--- src/include/xc_defs.svh ---
// Correlator build constants: line count, counter resolution and frame length.
`ifndef XC_DEFS_SVH
`define XC_DEFS_SVH

// Number of single-bit detector lines, one lane each.
`define XC_NUM_LINES 8

// Width of every live counter, snapshot and output word.
`define XC_RESOLUTION 24

// Integration frame length in clocks.
// Keep it at 2*XC_NUM_LINES + 4 or more so a burst drains before the next frame ends.
`define XC_FRAME_CYCLES 256

// Lane index width carried with each output word.
// The one-line case still gets a single index bit.
`define XC_LANE_IDX_W ((`XC_NUM_LINES > 1) ? $clog2(`XC_NUM_LINES) : 1)

`endif

--- src/verilog/xc_pkg.sv ---
// Correlator types: packer FSM states and output word kinds.
`default_nettype none

package xc_pkg;

    // Packer FSM.
    typedef enum logic {
        st_idle = 1'b0,  // Waiting for a frame snapshot.
        st_emit = 1'b1   // Streaming one word per clock.
    } packer_state_e;

    // Tag on every output word.
    typedef enum logic {
        kind_auto  = 1'b0,  // Pulse count of the lane's own line.
        kind_cross = 1'b1   // Same-cycle coincidences with line (i+1) mod N.
    } word_kind_e;

endpackage

`default_nettype wire
--- src/verilog/xc_lane_if.sv ---
// Per-lane bundle: edge pulses and frame strobe in, frame snapshot counts out.
`timescale 1ns/100ps
`default_nettype none

`include "xc_defs.svh"

interface xc_lane_if;

    logic                        pulse;        // One-cycle edge pulse of this line.
    logic                        next_pulse;   // Edge pulse of the wrapped neighbor.
    logic                        frame_end;    // Last cycle of the frame.
    logic [`XC_RESOLUTION-1:0]   auto_count;   // Snapshot of the own pulse count.
    logic [`XC_RESOLUTION-1:0]   cross_count;  // Snapshot of the coincidence count.
    logic                        snap_valid;   // Snapshot was just updated.

    modport sampler (
        output pulse,
        output next_pulse,
        output frame_end
    );

    modport lane (
        input  pulse,
        input  next_pulse,
        input  frame_end,
        output auto_count,
        output cross_count,
        output snap_valid
    );

    // The packer only drains the snapshots.
    modport packer (
        input  auto_count,
        input  cross_count,
        input  snap_valid
    );

endinterface

`default_nettype wire

--- src/verilog/frame_packer.sv ---
// Frame packer: streams every lane's auto and cross snapshot as an indexed word burst.
`timescale 1ns/100ps
`default_nettype none

`include "xc_defs.svh"

module frame_packer
    import xc_pkg::*;
(
    input  wire logic                      clk,
    input  wire logic                      rst_n,
    xc_lane_if.packer                      lanes [`XC_NUM_LINES],
    output logic [`XC_RESOLUTION-1:0]      word_data,   // Selected snapshot count.
    output logic [`XC_LANE_IDX_W-1:0]      word_lane,   // Lane the word belongs to.
    output word_kind_e                     word_kind,   // Auto or cross.
    output logic                           word_valid   // Take the word this cycle.
);

    logic [`XC_RESOLUTION-1:0] auto_snap  [`XC_NUM_LINES];  // Gathered auto snapshots.
    logic [`XC_RESOLUTION-1:0] cross_snap [`XC_NUM_LINES];  // Gathered cross snapshots.
    logic                      frame_snap;                  // New snapshot set ready.
    logic                      last_lane;                   // Index at the top lane.
    packer_state_e             state_q;
    logic [`XC_LANE_IDX_W-1:0] idx_q;                       // Lane being emitted.
    word_kind_e                kind_q;                      // Half of the lane pair.

    // Interface arrays only take constant indices, so pull the counts out.
    for (genvar i = 0; i < `XC_NUM_LINES; i++) begin : g_gather
        assign auto_snap[i]  = lanes[i].auto_count;
        assign cross_snap[i] = lanes[i].cross_count;
    end

    // One shared frame strobe, so lane 0 speaks for all lanes.
    assign frame_snap = lanes[0].snap_valid;
    assign last_lane  = (int'(idx_q) == `XC_NUM_LINES - 1);

    // Two words per lane, auto first.
    always_ff @(posedge clk) begin
        if (!rst_n) begin
            state_q <= st_idle;
            idx_q   <= '0;
            kind_q  <= kind_auto;
        end else begin
            case (state_q)
                st_idle: begin
                    if (frame_snap) begin
                        state_q <= st_emit;  // First word on the next clock.
                        idx_q   <= '0;
                        kind_q  <= kind_auto;
                    end
                end
                st_emit: begin
                    if (kind_q == kind_auto) begin
                        kind_q <= kind_cross;  // Same lane, cross half.
                    end else begin
                        kind_q <= kind_auto;
                        if (last_lane) begin
                            idx_q   <= '0;
                            state_q <= st_idle;  // Burst complete.
                        end else begin
                            idx_q <= idx_q + 1'b1;
                        end
                    end
                end
                default: state_q <= st_idle;
            endcase
        end
    end

    // Output mux follows the registered index and kind.
    assign word_data  = (kind_q == kind_cross) ? cross_snap[idx_q] : auto_snap[idx_q];
    assign word_lane  = idx_q;
    assign word_kind  = kind_q;
    assign word_valid = (state_q == st_emit);

endmodule

`default_nettype wire

--- src/verilog/lane_correlator.sv ---
// Lane correlator: saturating auto and cross coincidence counts with a frame snapshot.
`timescale 1ns/100ps
`default_nettype none

`include "xc_defs.svh"

module lane_correlator (
    input  wire logic clk,
    input  wire logic rst_n,
    xc_lane_if.lane   lane
);

    logic [`XC_RESOLUTION-1:0] auto_live_q;   // Pulses so far this frame.
    logic [`XC_RESOLUTION-1:0] cross_live_q;  // Coincidences so far this frame.
    logic [`XC_RESOLUTION-1:0] auto_next;     // Live value including this cycle.
    logic [`XC_RESOLUTION-1:0] cross_next;
    logic                      coinc;         // Both lines fired together.
    logic                      snap_valid_q;

    assign coinc = lane.pulse & lane.next_pulse;  // Same-cycle only.

    // Counters stick at all ones.
    always_comb begin
        auto_next  = auto_live_q;
        cross_next = cross_live_q;
        if (lane.pulse && !(&auto_live_q)) begin
            auto_next = auto_live_q + 1'b1;
        end
        if (coinc && !(&cross_live_q)) begin
            cross_next = cross_live_q + 1'b1;
        end
    end

    // Live counters restart after every frame.
    always_ff @(posedge clk) begin
        if (!rst_n) begin
            auto_live_q  <= '0;
            cross_live_q <= '0;
            snap_valid_q <= 1'b0;
        end else begin
            snap_valid_q <= lane.frame_end;  // Flags the new snapshot for one clock.
            if (lane.frame_end) begin
                auto_live_q  <= '0;
                cross_live_q <= '0;
            end else begin
                auto_live_q  <= auto_next;
                cross_live_q <= cross_next;
            end
        end
    end

    // The strobe cycle's own pulses still go into the closing frame.
    always_ff @(posedge clk) begin
        if (lane.frame_end) begin
            lane.auto_count  <= auto_next;
            lane.cross_count <= cross_next;
        end
    end

    assign lane.snap_valid = snap_valid_q;

endmodule

`default_nettype wire

--- src/verilog/line_sampler.sv ---
// Line sampler: synchronizes the detector lines, makes edge pulses and the frame strobe.
`timescale 1ns/100ps
`default_nettype none

`include "xc_defs.svh"

module line_sampler (
    input  wire logic                     clk,
    input  wire logic                     rst_n,
    input  wire logic [`XC_NUM_LINES-1:0] line_in,  // Raw asynchronous detector lines.
    xc_lane_if.sampler                    lanes [`XC_NUM_LINES]
);

    localparam int frame_cnt_w = $clog2(`XC_FRAME_CYCLES);  // Frame counter width.

    logic [`XC_NUM_LINES-1:0] sync1_q;     // First synchronizer stage.
    logic [`XC_NUM_LINES-1:0] sync2_q;     // Second stage, safe to use.
    logic [`XC_NUM_LINES-1:0] prev_q;      // Synchronized level one clock back.
    logic [`XC_NUM_LINES-1:0] pulse_q;     // Registered rising-edge pulses.
    logic [`XC_NUM_LINES-1:0] rise;        // Edge found this cycle.
    logic [frame_cnt_w-1:0]   frame_cnt_q; // Position inside the frame.
    logic                     frame_end_q; // Strobe in the frame's last cycle.
    logic                     cnt_wrap;    // Counter at its last value.
    logic                     end_next;    // Strobe goes high next cycle.

    assign rise = sync2_q & ~prev_q;  // Low-to-high of the clean level.

    // Line to pulse is three flops deep.
    always_ff @(posedge clk) begin
        if (!rst_n) begin
            sync1_q <= '0;
            sync2_q <= '0;
            prev_q  <= '0;
            pulse_q <= '0;
        end else begin
            sync1_q <= line_in;
            sync2_q <= sync1_q;
            prev_q  <= sync2_q;
            pulse_q <= rise;  // One cycle wide per edge.
        end
    end

    assign cnt_wrap = (int'(frame_cnt_q) == `XC_FRAME_CYCLES - 1);
    assign end_next = (int'(frame_cnt_q) == `XC_FRAME_CYCLES - 2);

    // Free-running frame timer, the strobe comes once per period.
    always_ff @(posedge clk) begin
        if (!rst_n) begin
            frame_cnt_q <= '0;
            frame_end_q <= 1'b0;
        end else begin
            frame_cnt_q <= cnt_wrap ? '0 : frame_cnt_q + 1'b1;
            frame_end_q <= end_next;  // Registered so it lines up with the count wrap.
        end
    end

    // Fan out per lane, each lane sees only itself and its neighbor.
    for (genvar i = 0; i < `XC_NUM_LINES; i++) begin : g_fanout
        assign lanes[i].pulse      = pulse_q[i];
        assign lanes[i].next_pulse = pulse_q[(i + 1) % `XC_NUM_LINES];  // Wraps at the top.
        assign lanes[i].frame_end  = frame_end_q;
    end

endmodule

`default_nettype wire

--- src/verilog/xc_core.sv ---
// Correlator core: line sampler, one correlator lane per line and the output packer.
`timescale 1ns/100ps
`default_nettype none

`include "xc_defs.svh"

module xc_core
    import xc_pkg::*;
(
    input  wire logic                     clk,
    input  wire logic                     rst_n,
    input  wire logic [`XC_NUM_LINES-1:0] line_in,     // Detector lines, asynchronous.
    output logic [`XC_RESOLUTION-1:0]     word_data,   // Count payload.
    output logic [`XC_LANE_IDX_W-1:0]     word_lane,   // Source lane of the word.
    output word_kind_e                    word_kind,   // Auto or cross count.
    output logic                          word_valid   // No back-pressure.
);

    // One bundle per lane, shared by sampler, lane and packer.
    xc_lane_if lane_bus [`XC_NUM_LINES] ();

    // Edges and frame timing.
    line_sampler u_sampler (
        .clk     (clk),
        .rst_n   (rst_n),
        .line_in (line_in),
        .lanes   (lane_bus)
    );

    // Identical counting lanes.
    for (genvar i = 0; i < `XC_NUM_LINES; i++) begin : g_lane
        lane_correlator u_lane (
            .clk   (clk),
            .rst_n (rst_n),
            .lane  (lane_bus[i])
        );
    end

    // Burst out at every frame end.
    frame_packer u_packer (
        .clk        (clk),
        .rst_n      (rst_n),
        .lanes      (lane_bus),
        .word_data  (word_data),
        .word_lane  (word_lane),
        .word_kind  (word_kind),
        .word_valid (word_valid)
    );

endmodule

`default_nettype wire

--- config.mk ---
export PLATFORM = sky130hd
export DESIGN_NAME = xc_core
export DESIGN_NICKNAME = d
export VERILOG_FILES = /design/src/verilog/xc_pkg.sv /design/src/verilog/xc_lane_if.sv /design/src/verilog/frame_packer.sv /design/src/verilog/lane_correlator.sv /design/src/verilog/line_sampler.sv /design/src/verilog/xc_core.sv
export VERILOG_INCLUDE_DIRS = /design/src /design/src/include
export SDC_FILE = /design/constraint.sdc
export NUM_CORES = 1
export LEC_CHECK = 0
export BUFFER_PORTS_ARGS = -buffer_cell sky130_fd_sc_hd__buf_2
export CAP_MARGIN = 5
export CORE_MARGIN = 1
export CORE_UTILIZATION = 35
export DETAILED_ROUTE_END_ITERATION = 10
export GPL_TIMING_DRIVEN = 0
export PLACE_DENSITY_LB_ADDON = 0.15
export SKIP_LAST_GASP = 1
export SLEW_MARGIN = 30
export SYNTH_ARGS = -nofsm -noshare
export SYNTH_HDL_FRONTEND = slang
export SYNTH_SLANG_ARGS = --single-unit
--- constraint.sdc ---
create_clock -name clk -period 13.8 [get_ports clk]
set_input_delay 2.76 -clock clk [delete_from_list [all_inputs] [get_ports clk]]
set_output_delay 2.76 -clock clk [all_outputs]
set_load 0.01 [all_outputs]
---- Word-level counts from Yosys, hierarchy flattened ----
Cells that the tools add are included.
storage, ports and cells
  register bits ........................... 815
  output and inout port bits .............. 29
cells by class
  add/sub/neg operators ................... 18
  magnitude comparators ................... 1
  eq/ne operators ......................... 5
  mux-type cells .......................... 34
  bitwise operators ....................... 13
  reductions and logical operators ........ 51
operators by type and width
  cell                     number
  $mux W24                 21
  $add A24 B1 Y24 const B  16
  $reduce_and A24 Y1       16
  $bmux W24 S3             2
  $logic_and A1 B1 Y1      16
  $logic_not A1 Y1         16
  $mux W3                  3
  $add A8 B1 Y8 const B    1
  $and A1 B1 Y1            8
  $and A8 B8 Y8            1
  $eq A8 B1 Y1 const B     1
  $eq A8 B2 Y1 const B     1
  $not A8 Y8               1
  $pmux W3 S2              1
  $mux W1                  5
  $ge A4 B4 Y1 const B     1
  $ne A2 B2 Y1 const B     2
  $not A3 Y4               1
  $pmux W1 S2              2
  $reduce_or A2 Y1         2
  $add A3 B1 Y3 const B    1
  $eq A3 B1 Y1 const B     1
  $not A1 Y1               2
  $reduce_and A2 Y1        1

---- Longest topological paths before layout ----
Gate-level depths: netlist (run 1).
  word-level depth ........................ 5
  mapped depth ............................ 8
  mapped depth without buffers ............ 6

---- Hierarchy ----
Synthesis (run 1) repeated with hierarchy kept, for this count alone.
unflattened totals
  cells, all modules ...................... 3,289
  area, all modules ....................... 37,915.1 µm²
by module, submodules not included
  module           instances  cells each  area each (µm²)  sequential area each (µm²)
  lane_correlator  8          367         4,177.8          2,422.3
  frame_packer     1          229         3,148.0          100.1
  line_sampler     1          124         1,345.0          820.8

---- Least setup slack after synthesis (run 1) ----
Ideal clock, no wire load.
  path type ............................... flip-flop to flip-flop
  start ................................... reg u_sampler.frame_end_q (netlist: u_sampler.lanes[0].frame_end)
  end ..................................... reg g_lane[5].u_lane.auto_live_q[13]
  setup time .............................. 0.123 ns
  arrival time ............................ 10.047 ns
  setup slack ............................. 3.630 ns
  cell stages (with the launch flop) ...... 7
  period minus slack after synthesis ...... 10.170 ns
  cells stage by stage .................... dfxtp_1 nand2b_1 clkbuf_1 clkbuf_1 nor2_1 nand4_1 o21ai_0
on the way
  cells in the longest elaborated chain, start to end .. 1
RTL lines
  element                            RTL line               RTL
  start: declaration                 line_sampler.sv:22     logic frame_end_q;
  start signal: assignment           line_sampler.sv:53     frame_end_q <= end_next;
  $reduce_or A2 Y1 (no source line)  n/a
  end signal: assignment             lane_correlator.sv:46  auto_live_q <= auto_next;
  end: declaration                   lane_correlator.sv:13  logic [`XC_RESOLUTION-1:0] auto_live_q;
Every way passes these cells.
A chain may end at the register's enable or synchronous reset.

---- Final worst setup path (run 1) ----
  start ................................... reg u_packer.idx_q[1] (netlist: u_packer.word_lane[1])
  end ..................................... out word_data[15]
on the way
  cells in the longest elaborated chain, start to end .. 5
  elaborated cells between the ends (all ways) .. 8
RTL lines
  element                                      RTL line            RTL
  start: declaration                           frame_packer.sv:24  logic [`XC_LANE_IDX_W-1:0] idx_q;
  start signal: assignment                     frame_packer.sv:61  idx_q <= idx_q + 1'b1;
  $not A3 Y4 (implied by the code) (*)         frame_packer.sv:71  assign word_data = (kind_q == kind_cross) ? cross_snap[idx_q] : auto_snap[idx_q];
  $bmux W24 S3                                 frame_packer.sv:71
  $mux W24 (implied by the code) (2 in a row)  frame_packer.sv:71
  $mux W24 (*)                                 frame_packer.sv:71
  end: declaration                             xc_core.sv:13       output logic [`XC_RESOLUTION-1:0] word_data,
Mark *: on every way between the ends. The rest lies on a longest branch, timed or not. The select of a mux whose other input is x is not followed.

==> results of run 1 <==
-- synth_stat cells, drive strengths merged, types with 25 or more instances --
cell type / instances / area share (%)
and3: 65 / 1.1
nor4: 52 / 0.98
o21ai: 49 / 0.70
and4: 59 / 1.4
nand3: 134 / 1.8
buf: 29 / 0.34
nor2: 73 / 0.74
or3: 28 / 0.47
nand2b: 74 / 1.3
xnor2: 125 / 3.0
mux2i: 75 / 2.0
and2: 315 / 5.3
nand4: 127 / 2.2
a2111oi: 33 / 0.86
clkbuf: 105 / 1.1
a21oi: 72 / 0.98
dfxtp: 431 / 23
nor3: 65 / 0.91
or4: 25 / 0.56
edfxtp: 384 / 31
nand2: 243 / 2.5
mux4: 120 / 7.3
xor2: 198 / 4.7
a211oi: 29 / 0.59
inv: 36 / 0.37
-- area by class of cell --
cell class,count,area [um2],share of cell area [%]
Timing Repair Buffer,52,505.5,1.191
Clock inverter,42,431.7,1.017
Sequential cell,815,20160,47.50
Buffer,134,549.3,1.294
Clock buffer,136,2715,6.396
Antenna cell,3,7.507,0.01769
Multi-Input combinational cell,2144,16210,38.20
Inverter,36,135.1,0.3183
Tap cell,1380,1727,4.068
-- logic make-up after synthesis --
kind of cell / share of synthesized area (%)
simple gates: 20.10
compound gates: 5.381
xor+xnor: 7.667
mux: 9.913
buf+inv: 1.772
flops: 54.49
fa+ha+maj: 0.6764
-- power groups by stage --
stage | clock, mW | combinational [mW] | sequential (mW)
6_report | 2.55 | 0.0759 | 2.52
5_1_grt | 2.69 | 0.0804 | 2.52
4_1_cts | 2.60 | 0.0770 | 2.52
3_5_place_dp | 0 | 0.0768 | 2.57
3_3_place_gp | 0 | 0.0726 | 2.57
2_1_floorplan | 0 | 0.0307 | 2.57
-- per-layer routing --
layer,share of wire [%],vias up,track usage [%]
li1,-,11980,-
met1,46,13190,31.15
met2,45,873,33.85
met3,6.4,163,3.070
met4,2.8,2,6.410
met5,0.0060,-,0
-- metrics by stage --
step	instance area, um2	TNS (ps)
5_1_grt	42440	0
3_5_place_dp	39250	0
6_report	42450	0
2_1_floorplan	37000	0
4_1_cts	42400	0
3_3_place_gp	38910	-536960
-- worst min-delay path by stage --
stage,start,to,slack [ps],depth (start not counted)
after global placement,u_sampler.prev_q[2],u_sampler.pulse_q[2],370,1
after floorplan,u_sampler.prev_q[0],u_sampler.pulse_q[0],370,1
after CTS,u_sampler.prev_q[0],u_sampler.pulse_q[0],380,1
after global routing,u_sampler.prev_q[3],u_sampler.pulse_q[3],390,1
after detailed placement,u_sampler.prev_q[0],u_sampler.pulse_q[0],370,1
final,u_sampler.prev_q[0],u_sampler.pulse_q[0],380,1
-- state kept, by name, summed over array words and instances (netlist names) --
| register | flops |
|---|---|
| u_packer.word_kind | 1 |
| g_lane.u_lane.lane.snap_valid | 1 |
| g_lane.u_lane.cross_live_q | 192 |
| u_sampler.frame_cnt_q | 8 |
| g_lane.u_lane.auto_live_q | 192 |
| u_sampler.sync2_q | 8 |
| u_sampler.sync1_q | 8 |
| u_sampler.pulse_q | 8 |
| u_sampler.lanes.frame_end | 1 |
| u_sampler.prev_q | 8 |
| g_lane.u_lane.lane.cross_count | 192 |
| u_packer.word_valid | 1 |
| g_lane.u_lane.lane.auto_count | 192 |
| u_packer.word_lane | 3 |
-- worst reg2reg max path, stage by stage, from the launching register on --
cell and delay, ps:
sky130_fd_sc_hd__dfxtp_4 410, sky130_fd_sc_hd__nor2b_1 140, sky130_fd_sc_hd__clkbuf_1 420, sky130_fd_sc_hd__buf_1 380
sky130_fd_sc_hd__clkbuf_2 540, sky130_fd_sc_hd__buf_1 810, sky130_fd_sc_hd__nand2_1 130, sky130_fd_sc_hd__mux2i_1 160
==> PnR_summary.wiki, run 1 <==
{| class="wikitable"
! Metric !! Value
|-
| Worst path max stage delay || 710 ps
|-
| Length in cells of the worst reg-to-reg path || 7
|-
| Fraction of final layout cells sized beyond drive strength 1 || 12.62%
|-
| Cell Chain, Critical Path || clkbuf_1 -> clkbuf_1 -> clkbuf_1 -> mux4_2 -> mux4_2 -> buf_2
|-
| Minimum period implied by the final worst setup slack || a little over 7000 ps
|-
| Die Height || 327.1 um
|-
| Total core area || 104100 um2
|-
| FFs w/ async S/R, synth || 0%
|-
| Number of routed nets with antenna violations || 0
|-
| Post-synthesis instance area || approximately 37000 um2
|-
| TritonCTS clock tree || built
|-
| Via count of the first global-routing pass || between 20000 and 30000
|-
| Ratio of final minimum period to clock period || between 50 and 60%
|-
| Maximum operating frequency || ~140 MHz
|-
| CP dominant cell by count || sky130_fd_sc_hd__clkbuf_1
|-
| Final Instance Count excl. Fillers || 4742
|-
| Launch point of the worst reg-to-reg path || u_sampler.lanes[0].frame_end
|-
| Power per unit of standard cell area || ~120 nW/um2
|-
| Worst-case vdd ir drop || 0.1107 mV
|-
| Worst slew pin tran || roughly 1000 ps
|-
| Top-level port count || 39
|-
| Post-DR vias/cell || 5.527
|-
| DR iter-0 viols || approximately 2600
|-
| Maximum capacitance violations || 0
|-
| Count of endpoints failing hold in the final timing report || 0
|-
| Number of slew-limit violations in the final report || 0
|-
| Critical Path Sink Type || primary output
|-
| Data arrival, critical path || 4500 ps
|-
| Iteration count of the initial detailed-routing pass || 6
|-
| # fillers || 9842
|-
| Port Buffers || 38
|-
| Number of flops mapped to enable cells by yosys || about 380
|-
| Total via count in the routed design || about 26000
|-
| Final critical-path setup slack || between 6000 and 7000 ps
|-
| Buffer count from post-CTS setup fixing || 0
|-
| Die Width || 327.1 um
|-
| Area added between synthesis and finish || 14.74%
|-
| Total power || between 5 and 6 mW
|-
| First-pass GRT wire length || between 150000 and 200000 um
|-
| Distinct cell type count after synthesis || just under 80
|-
| Overall routed net length || 117100 um
|-
| Row Count || ~120
|-
| Number of synthesis warnings || 0
|-
| Most frequent cells in the layout || sky130_fd_sc_hd__dfxtp_1, sky130_fd_sc_hd__edfxtp_1, sky130_fd_sc_hd__and2_1
|-
| Synthesized flop and latch total || ~820
|-
| Sequential fraction of the synthesis area || ~54%
|-
| Critical-path maximum fanout || 10
|-
| Clock slew seen by the registers of the worst setup and hold paths || around 60 ps
|-
| Clock power frac || roughly half
|-
| Hold-fix buffer count after cts || 0
|-
| Combined global-route utilization of all metal layers || between 20% and 30%
|-
| Post-CTS resize count || 0
|-
| Die footprint || between 100000 and 150000 um2
|-
| Overflow after GRT || 0
|-
| Register-to-Register Setup Slack || between 10000 and 15000 ps
|-
| Capturing element of the worst setup path || word_data[15]
|-
| Leak pwr || roughly 15 nW
|-
| Path length in cells of the critical path || 6
|-
| Post-DR wirelength/cell || 24.69 um
|-
| Beginning of the critical path || u_packer.word_lane[1]
|-
| Cell at the slowest stage of the critical path || sky130_fd_sc_hd__clkbuf_1
|-
| Unrepaired setup endpoints after global routing || false
|-
| Share of power burned in registers || between 40% and 50%
|-
| Htree depth || 3
|-
| Worst reg2reg path endpoint || g_lane[5].u_lane.auto_live_q[19]
|-
| Starting utilization of the core area || a little over a third
|-
| Minimum setup slack after placement || between 7000 and 8000 ps
|-
| Final core occ || between 40 and 50%
|-
| Clock Root Buffer || sky130_fd_sc_hd__clkbuf_16
|-
| Design internal power || 4.045 mW
|-
| Critical path start-end classification || reg2out
|-
| Gate count after technology mapping || around 3100
|-
| Post-route DRC violation count || 0
|-
| Portion of total power attributed to combinational logic || about 1.5%
|-
| Post-DP HPWL || ~88000 um
|-
| Number of buffers added by the clock tree synthesis step || between 90 and 100
|-
| Synthesized area per cell || about 12 um2
|-
| Result of the run || completed
|-
| Number of nets in the synthesized netlist || ~3200
|-
| Buffering stage count on the worst path with inverters included || 4
|-
| Net count of the finished layout || approximately 3300
|-
| Commonest non-fill, non-tap cell in the layout || sky130_fd_sc_hd__dfxtp_1
|-
| Net switching power || 1.093 mW
|-
| Hold Crit Class || reg2reg
|-
| Most instantiated flip-flop cell in the synthesis netlist || sky130_fd_sc_hd__dfxtp_1
|-
| Critical Path Source Type || flip-flop
|-
| Min Hold Slack || ~380 ps
|-
| Sw frac || between 20% and 30%
|-
| Gp weighted congestion || between 0.8 and 0.9
|-
| Largest net degree at the start of global routing || 49
|-
| Worst-case clock skew || approximately 22 ps
|-
| DP Cell Count || around 4600
|-
| Number of setup violations in the final report || 0
|-
| Kind of cell with the highest combined delay on the critical path || buffers and inverters
|-
| Antenna violations before repair || 15
|-
| Data required time at the worst endpoint || between 10000 and 15000 ps
|-
| Longest Clk Path Bufs || 3
|-
| CTS Sinks || 815
|-
| Relative slew margins || 33.16%
|-
| Clock latency on the worst-skew pair || 680 ps
|}
No activity file was read; power rests on OpenSTA's default activity.
==> run 2, diff against run 1 <==
==> constraint.sdc (replaced) <==
create_clock -name clk -period 6.82 [get_ports clk]
set_input_delay 1.364 -clock clk [delete_from_list [all_inputs] [get_ports clk]]
set_output_delay 1.364 -clock clk [all_outputs]
set_load 0.01 [all_outputs]
==> PnR_summary.wiki, run 2 (same netlist as run 1, synthesis figures left out) <==
{| class="wikitable"
! Metric !! Value
|-
| Result of the run || completed
|-
| Buffer count from post-CTS setup fixing || 0
|-
| Post-CTS resize count || 0
|-
| Number of routed nets with antenna violations || 0
|-
| Clock latency on the worst-skew pair || a little under 700 ps
|-
| Worst-case clock skew || roughly 27 ps
|-
| First-pass GRT wire length || roughly 170000 um
|-
| DR iter-0 viols || ~2600
|-
| Final core occ || between 40% and 50%
|-
| CP dominant cell by count || sky130_fd_sc_hd__clkbuf_1
|-
| Post-DR vias/cell || between 5 and 6
|-
| Post-DR wirelength/cell || ~25 um
|-
| Relative slew margins || ~28%
|-
| Critical path start-end classification || reg2out
|-
| Ratio of final minimum period to clock period || approximately 87%
|-
| Hold Crit Class || reg2reg
|-
| TritonCTS clock tree || built
|-
| Data required time at the worst endpoint || about 5500 ps
|-
| Row Count || 118
|-
| Minimum setup slack after placement || 1658 ps
|-
| Number of buffers added by the clock tree synthesis step || 94
|-
| Count of endpoints failing hold in the final timing report || 0
|-
| Number of setup violations in the final report || 0
|-
| Fraction of final layout cells sized beyond drive strength 1 || 13.14%
|-
| Cell Chain, Critical Path || clkbuf_1 -> clkbuf_1 -> clkbuf_1 -> mux4_2 -> mux4_2 -> buf_2
|-
| Hold-fix buffer count after cts || 0
|-
| Worst path max stage delay || around 740 ps
|-
| Commonest non-fill, non-tap cell in the layout || sky130_fd_sc_hd__dfxtp_1
|-
| Port Buffers || 38
|-
| Total core area || 104100 um2
|-
| Worst slew pin tran || 1080 ps
|-
| Min Hold Slack || 381.0 ps
|-
| Post-route DRC violation count || 0
|-
| Critical-path maximum fanout || 10
|-
| Die Height || 327.1 um
|-
| Maximum capacitance violations || 0
|-
| Power per unit of standard cell area || approximately 250 nW/um2
|-
| Antenna violations before repair || 13
|-
| Final critical-path setup slack || roughly 900 ps
|-
| Die footprint || 107000 um2
|-
| Starting utilization of the core area || 35.54%
|-
| Largest net degree at the start of global routing || between 50 and 60
|-
| Critical Path Sink Type || primary output
|-
| Data arrival, critical path || ~4500 ps
|-
| Worst-case vdd ir drop || a little over 0.2 mV
|-
| Longest Clk Path Bufs || 3
|-
| Unrepaired setup endpoints after global routing || false
|-
| Critical Path Source Type || flip-flop
|-
| Net count of the finished layout || 3305
|-
| Clock Root Buffer || sky130_fd_sc_hd__clkbuf_16
|-
| CTS Sinks || approximately 820
|-
| Maximum operating frequency || ~170 MHz
|-
| Die Width || around 330 um
|-
| Clock slew seen by the registers of the worst setup and hold paths || about 60 ps
|-
| Cell at the slowest stage of the critical path || sky130_fd_sc_hd__clkbuf_1
|-
| Leak pwr || about 15 nW
|-
| Most frequent cells in the layout || sky130_fd_sc_hd__dfxtp_1, sky130_fd_sc_hd__edfxtp_1, sky130_fd_sc_hd__and2_1
|-
| Top-level port count || 39
|-
| Overall routed net length || roughly 120000 um
|-
| Area added between synthesis and finish || 15.48%
|-
| Gp weighted congestion || roughly 0.86
|-
| Iteration count of the initial detailed-routing pass || 8
|-
| Via count of the first global-routing pass || between 20000 and 25000
|-
| Minimum period implied by the final worst setup slack || 5905 ps
|-
| Design Area, Final || between 40000 and 50000 um2
|-
| Number of slew-limit violations in the final report || 0
|-
| Combined global-route utilization of all metal layers || a little over a fifth
|-
| Overflow after GRT || 0
|-
| Htree depth || 3
|-
| Placed Area || a little under 40000 um2
|-
| Post-DP HPWL || between 80000 and 90000 um
|-
| Total via count in the routed design || 26130
|}
-- run 2: cell count changes in the layout (fill, tap and decap cells not counted), sizes merged --
cell	previous run	this run
bufinv	8	17
clkinv	31	28
diode	3	1
clkinvlp	1	6
buf	76	75
clkbuf	246	233
inv	38	39
-- run 2: final timing paths --
kind                                                    from                         endpoint  slack, ps  cells after the start
worst max-delay path                   u_packer.word_lane[1]                    word_data[19]        920                      6
worst min-delay path                     u_sampler.prev_q[6]             u_sampler.pulse_q[6]        380                      1
worst max register to register  u_sampler.lanes[0].frame_end  g_lane[4].u_lane.auto_live_q[4]       3330                      8
worst min register to register           u_sampler.prev_q[6]             u_sampler.pulse_q[6]        380                      1
-- run 2: final cells by class --
type	instances	area [um2]
plain buffers	134	550.5
diodes	1	2.502
clock buffers	124	2713
fillers	9715	61370
multi-input cells	2144	16210
repair buffers	50	474.2
inverters	36	135.1
clock inverters	54	743.2
flip-flops and latches	815	20160
well taps	1380	1727
-- run 2: per-layer routing --
metal | vias up | global-route usage, % | share of wire, %
li1 | 11950 | - | -
met1 | 13130 | 31.49 | 46
met2 | 871 | 33.42 | 45
met3 | 174 | 2.858 | 6.1
met4 | 0 | 6.837 | 3.0
met5 | - | 0 | 0
-- run 2: power by group --
| group | switching (mW) | internal (mW) | total, mW |
|---|---|---|---|
| Clock | 2.15 | 3.45 | 5.60 |
| Sequential | 0.00830 | 5.08 | 5.09 |
| Combinational | 0.120 | 0.0311 | 0.151 |
| Total | 2.28 | 8.57 | 10.8 |
-- run 2: through the flow --
step | instances | TNS [ps] | power, mW
2_1_floorplan | 3129 | 0 | 5.257
3_3_place_gp | 4547 | -1241140 | 5.346
3_5_place_dp | 4558 | 0 | 5.351
4_1_cts | 4736 | 0 | 10.95
5_1_grt | 4737 | 0 | 11.14
6_report | 4738 | 0 | 10.84
-- run 2: critical path: cells and delay by family, from the launching register on --
kind                   cells  cell delay, ps
buffers and inverters      4            2220
multiplexers               2            1100
flip-flops                 1             530
==> run 3, diff against run 2 <==
--- a/config.mk
+++ b/config.mk
@@ -13,8 +13,8 @@
 export DETAILED_ROUTE_END_ITERATION = 10
 export GPL_TIMING_DRIVEN = 0
 export PLACE_DENSITY_LB_ADDON = 0.15
+export RECOVER_POWER = 100
 export SKIP_LAST_GASP = 1
-export SLEW_MARGIN = 30
 export SYNTH_ARGS = -nofsm -noshare
 export SYNTH_HDL_FRONTEND = slang
 export SYNTH_SLANG_ARGS = --single-unit
==> PnR_summary.wiki, run 3 (same netlist as run 1, synthesis figures left out) <==
{| class="wikitable"
! Metric !! Value
|-
| Post-DP HPWL || ~88000 um
|-
| Worst slew pin tran || about 3800 ps
|-
| Total core area || roughly 100000 um2
|-
| Unrepaired setup endpoints after global routing || false
|-
| Htree depth || 3
|-
| Die Width || around 330 um
|-
| Die Height || between 300 and 400 um
|-
| Total power || ~10 mW
|-
| DR iter-0 viols || ~2200
|-
| Ratio of final minimum period to clock period || a little under nine tenths
|-
| Top-level port count || 39
|-
| Critical path start-end classification || reg2out
|-
| Fraction of final layout cells sized beyond drive strength 1 || under 10%
|-
| Overall routed net length || around 120000 um
|-
| Overflow after GRT || 0
|-
| Violated checks || max-capacitance violations, max-slew violations
|-
| Post-route DRC violation count || 0
|-
| Number of routed nets with antenna violations || 0
|-
| Buffer count from post-CTS setup fixing || 0
|-
| Clock Root Buffer || sky130_fd_sc_hd__clkbuf_16
|-
| DP Cell Count || around 4600
|-
| Commonest non-fill, non-tap cell in the layout || sky130_fd_sc_hd__dfxtp_1
|-
| Hold Crit Class || reg2reg
|-
| Number of setup violations in the final report || 0
|-
| Area taken by multi-input logic gates || about 16000 um2
|-
| Final critical-path setup slack || 985.6 ps
|-
| Number of buffers added by the clock tree synthesis step || 92
|-
| Worst-case clock skew || around 27 ps
|-
| Minimum period implied by the final worst setup slack || 5834 ps
|-
| Result of the run || finished with violations
|-
| Count of endpoints failing hold in the final timing report || 0
|-
| Critical Path Sink Type || primary output
|-
| Minimum setup slack after placement || roughly 1300 ps
|-
| Iteration count of the initial detailed-routing pass || 5
|-
| Worst-case vdd ir drop || about 0.2 mV
|-
| Clock slew seen by the registers of the worst setup and hold paths || 60 ps
|-
| Combined global-route utilization of all metal layers || a little over a fifth
|-
| First-pass GRT wire length || roughly 170000 um
|-
| Post-CTS resize count || 0
|-
| Post-DR vias/cell || between 5 and 6
|-
| Starting utilization of the core area || a little over a third
|-
| Antenna violations before repair || 12
|-
| Leak pwr || between 10 and 15 nW
|-
| Gp weighted congestion || about 0.86
|-
| Data required time at the worst endpoint || 5460 ps
|-
| Number of slew-limit violations in the final report || ~190
|-
| Post-DR wirelength/cell || 24.77 um
|-
| Design Area, Final || between 40000 and 50000 um2
|-
| Most frequent cells in the layout || sky130_fd_sc_hd__dfxtp_1, sky130_fd_sc_hd__edfxtp_1, sky130_fd_sc_hd__nand2_1
|-
| Placed Area || a little under 40000 um2
|-
| Relative slew margins || -151.7%
|-
| CTS Sinks || around 800
|-
| Clock latency on the worst-skew pair || 670 ps
|-
| Final Instance Count excl. Fillers || roughly 4700
|-
| Via count of the first global-routing pass || 24990
|-
| Longest Clk Path Bufs || 3
|-
| Final core occ || between 40% and 50%
|-
| Maximum operating frequency || 171.4 MHz
|-
| Area added between synthesis and finish || 13.62%
|-
| Row Count || between 100 and 150
|-
| TritonCTS clock tree || built
|-
| Sequential cell area || 20160 um2
|-
| Port Buffers || 38
|-
| Net count of the finished layout || 3303
|-
| Die footprint || 107000 um2
|-
| Maximum capacitance violations || 5
|-
| Critical-path maximum fanout || 10
|-
| Largest net degree at the start of global routing || slightly below 70
|-
| Total via count in the routed design || between 20000 and 30000
|-
| # fillers || just under 10000
|-
| Hold-fix buffer count after cts || 0
|-
| Critical Path Source Type || flip-flop
|-
| Data arrival, critical path || between 4000 and 5000 ps
|-
| Power per unit of standard cell area || ~250 nW/um2
|}
## run 3: report_power, final
part | total (mW) | switching [mW] | leakage, nW | internal [mW]
Sequential | 5.09 | 0.00843 | 6.40 | 5.09
Clock | 5.17 | 2.08 | 1.52 | 3.09
Combinational | 0.147 | 0.120 | 6.19 | 0.0272
## run 3: critical path, cell delays in order (launching register included)
cell and delay (ps):
sky130_fd_sc_hd__dfxtp_1 530, sky130_fd_sc_hd__clkbuf_1 550, sky130_fd_sc_hd__clkbuf_1 700, sky130_fd_sc_hd__clkbuf_1 740, sky130_fd_sc_hd__mux4_2 490, sky130_fd_sc_hd__mux4_2 610
sky130_fd_sc_hd__clkbuf_1 180
## run 3: cell type report
type                            instances  share of cell area, %
Antenna cell                            1               0.005953
Buffer                                134                  1.214
Tap cell                             1380                  4.108
Clock buffer                          132                  6.319
Inverter                               36                 0.3215
Sequential cell                       815                  47.96
Multi-Input combinational cell       2144                  38.19
Timing Repair Buffer                   50                 0.7382
Clock inverter                         39                  1.143
## run 3: path summary, 6_finish.rpt
path / start / to / slack, ps / cells past startpoint
max: u_packer.word_lane[1] / word_data[17] / 990 / 6
min: u_sampler.prev_q[2] / u_sampler.pulse_q[2] / 380 / 1
max reg2reg: u_sampler.lanes[0].frame_end / g_lane[1].u_lane.lane.auto_count[1] / 1450 / 3
min reg2reg: u_sampler.prev_q[2] / u_sampler.pulse_q[2] / 380 / 1
## run 3: stage by stage
| step | hold slack, ps | setup TNS (ps) |
|---|---|---|
| 2_1_floorplan | 367.4 | 0 |
| 3_3_place_gp | 374.6 | -1241140 |
| 3_5_place_dp | 374.6 | 0 |
| 4_1_cts | 381.1 | 0 |
| 5_1_grt | 392.0 | 0 |
| 6_report | 377.5 | 0 |
## run 3: routing by layer
layer	GRT usage [%]	vias up	share of wire (%)
met2	33.14	854	44
li1	-	11940	-
met1	30.79	13090	46
met5	0	-	0.020
met4	7.599	4	3.8
met3	3.718	179	6.1
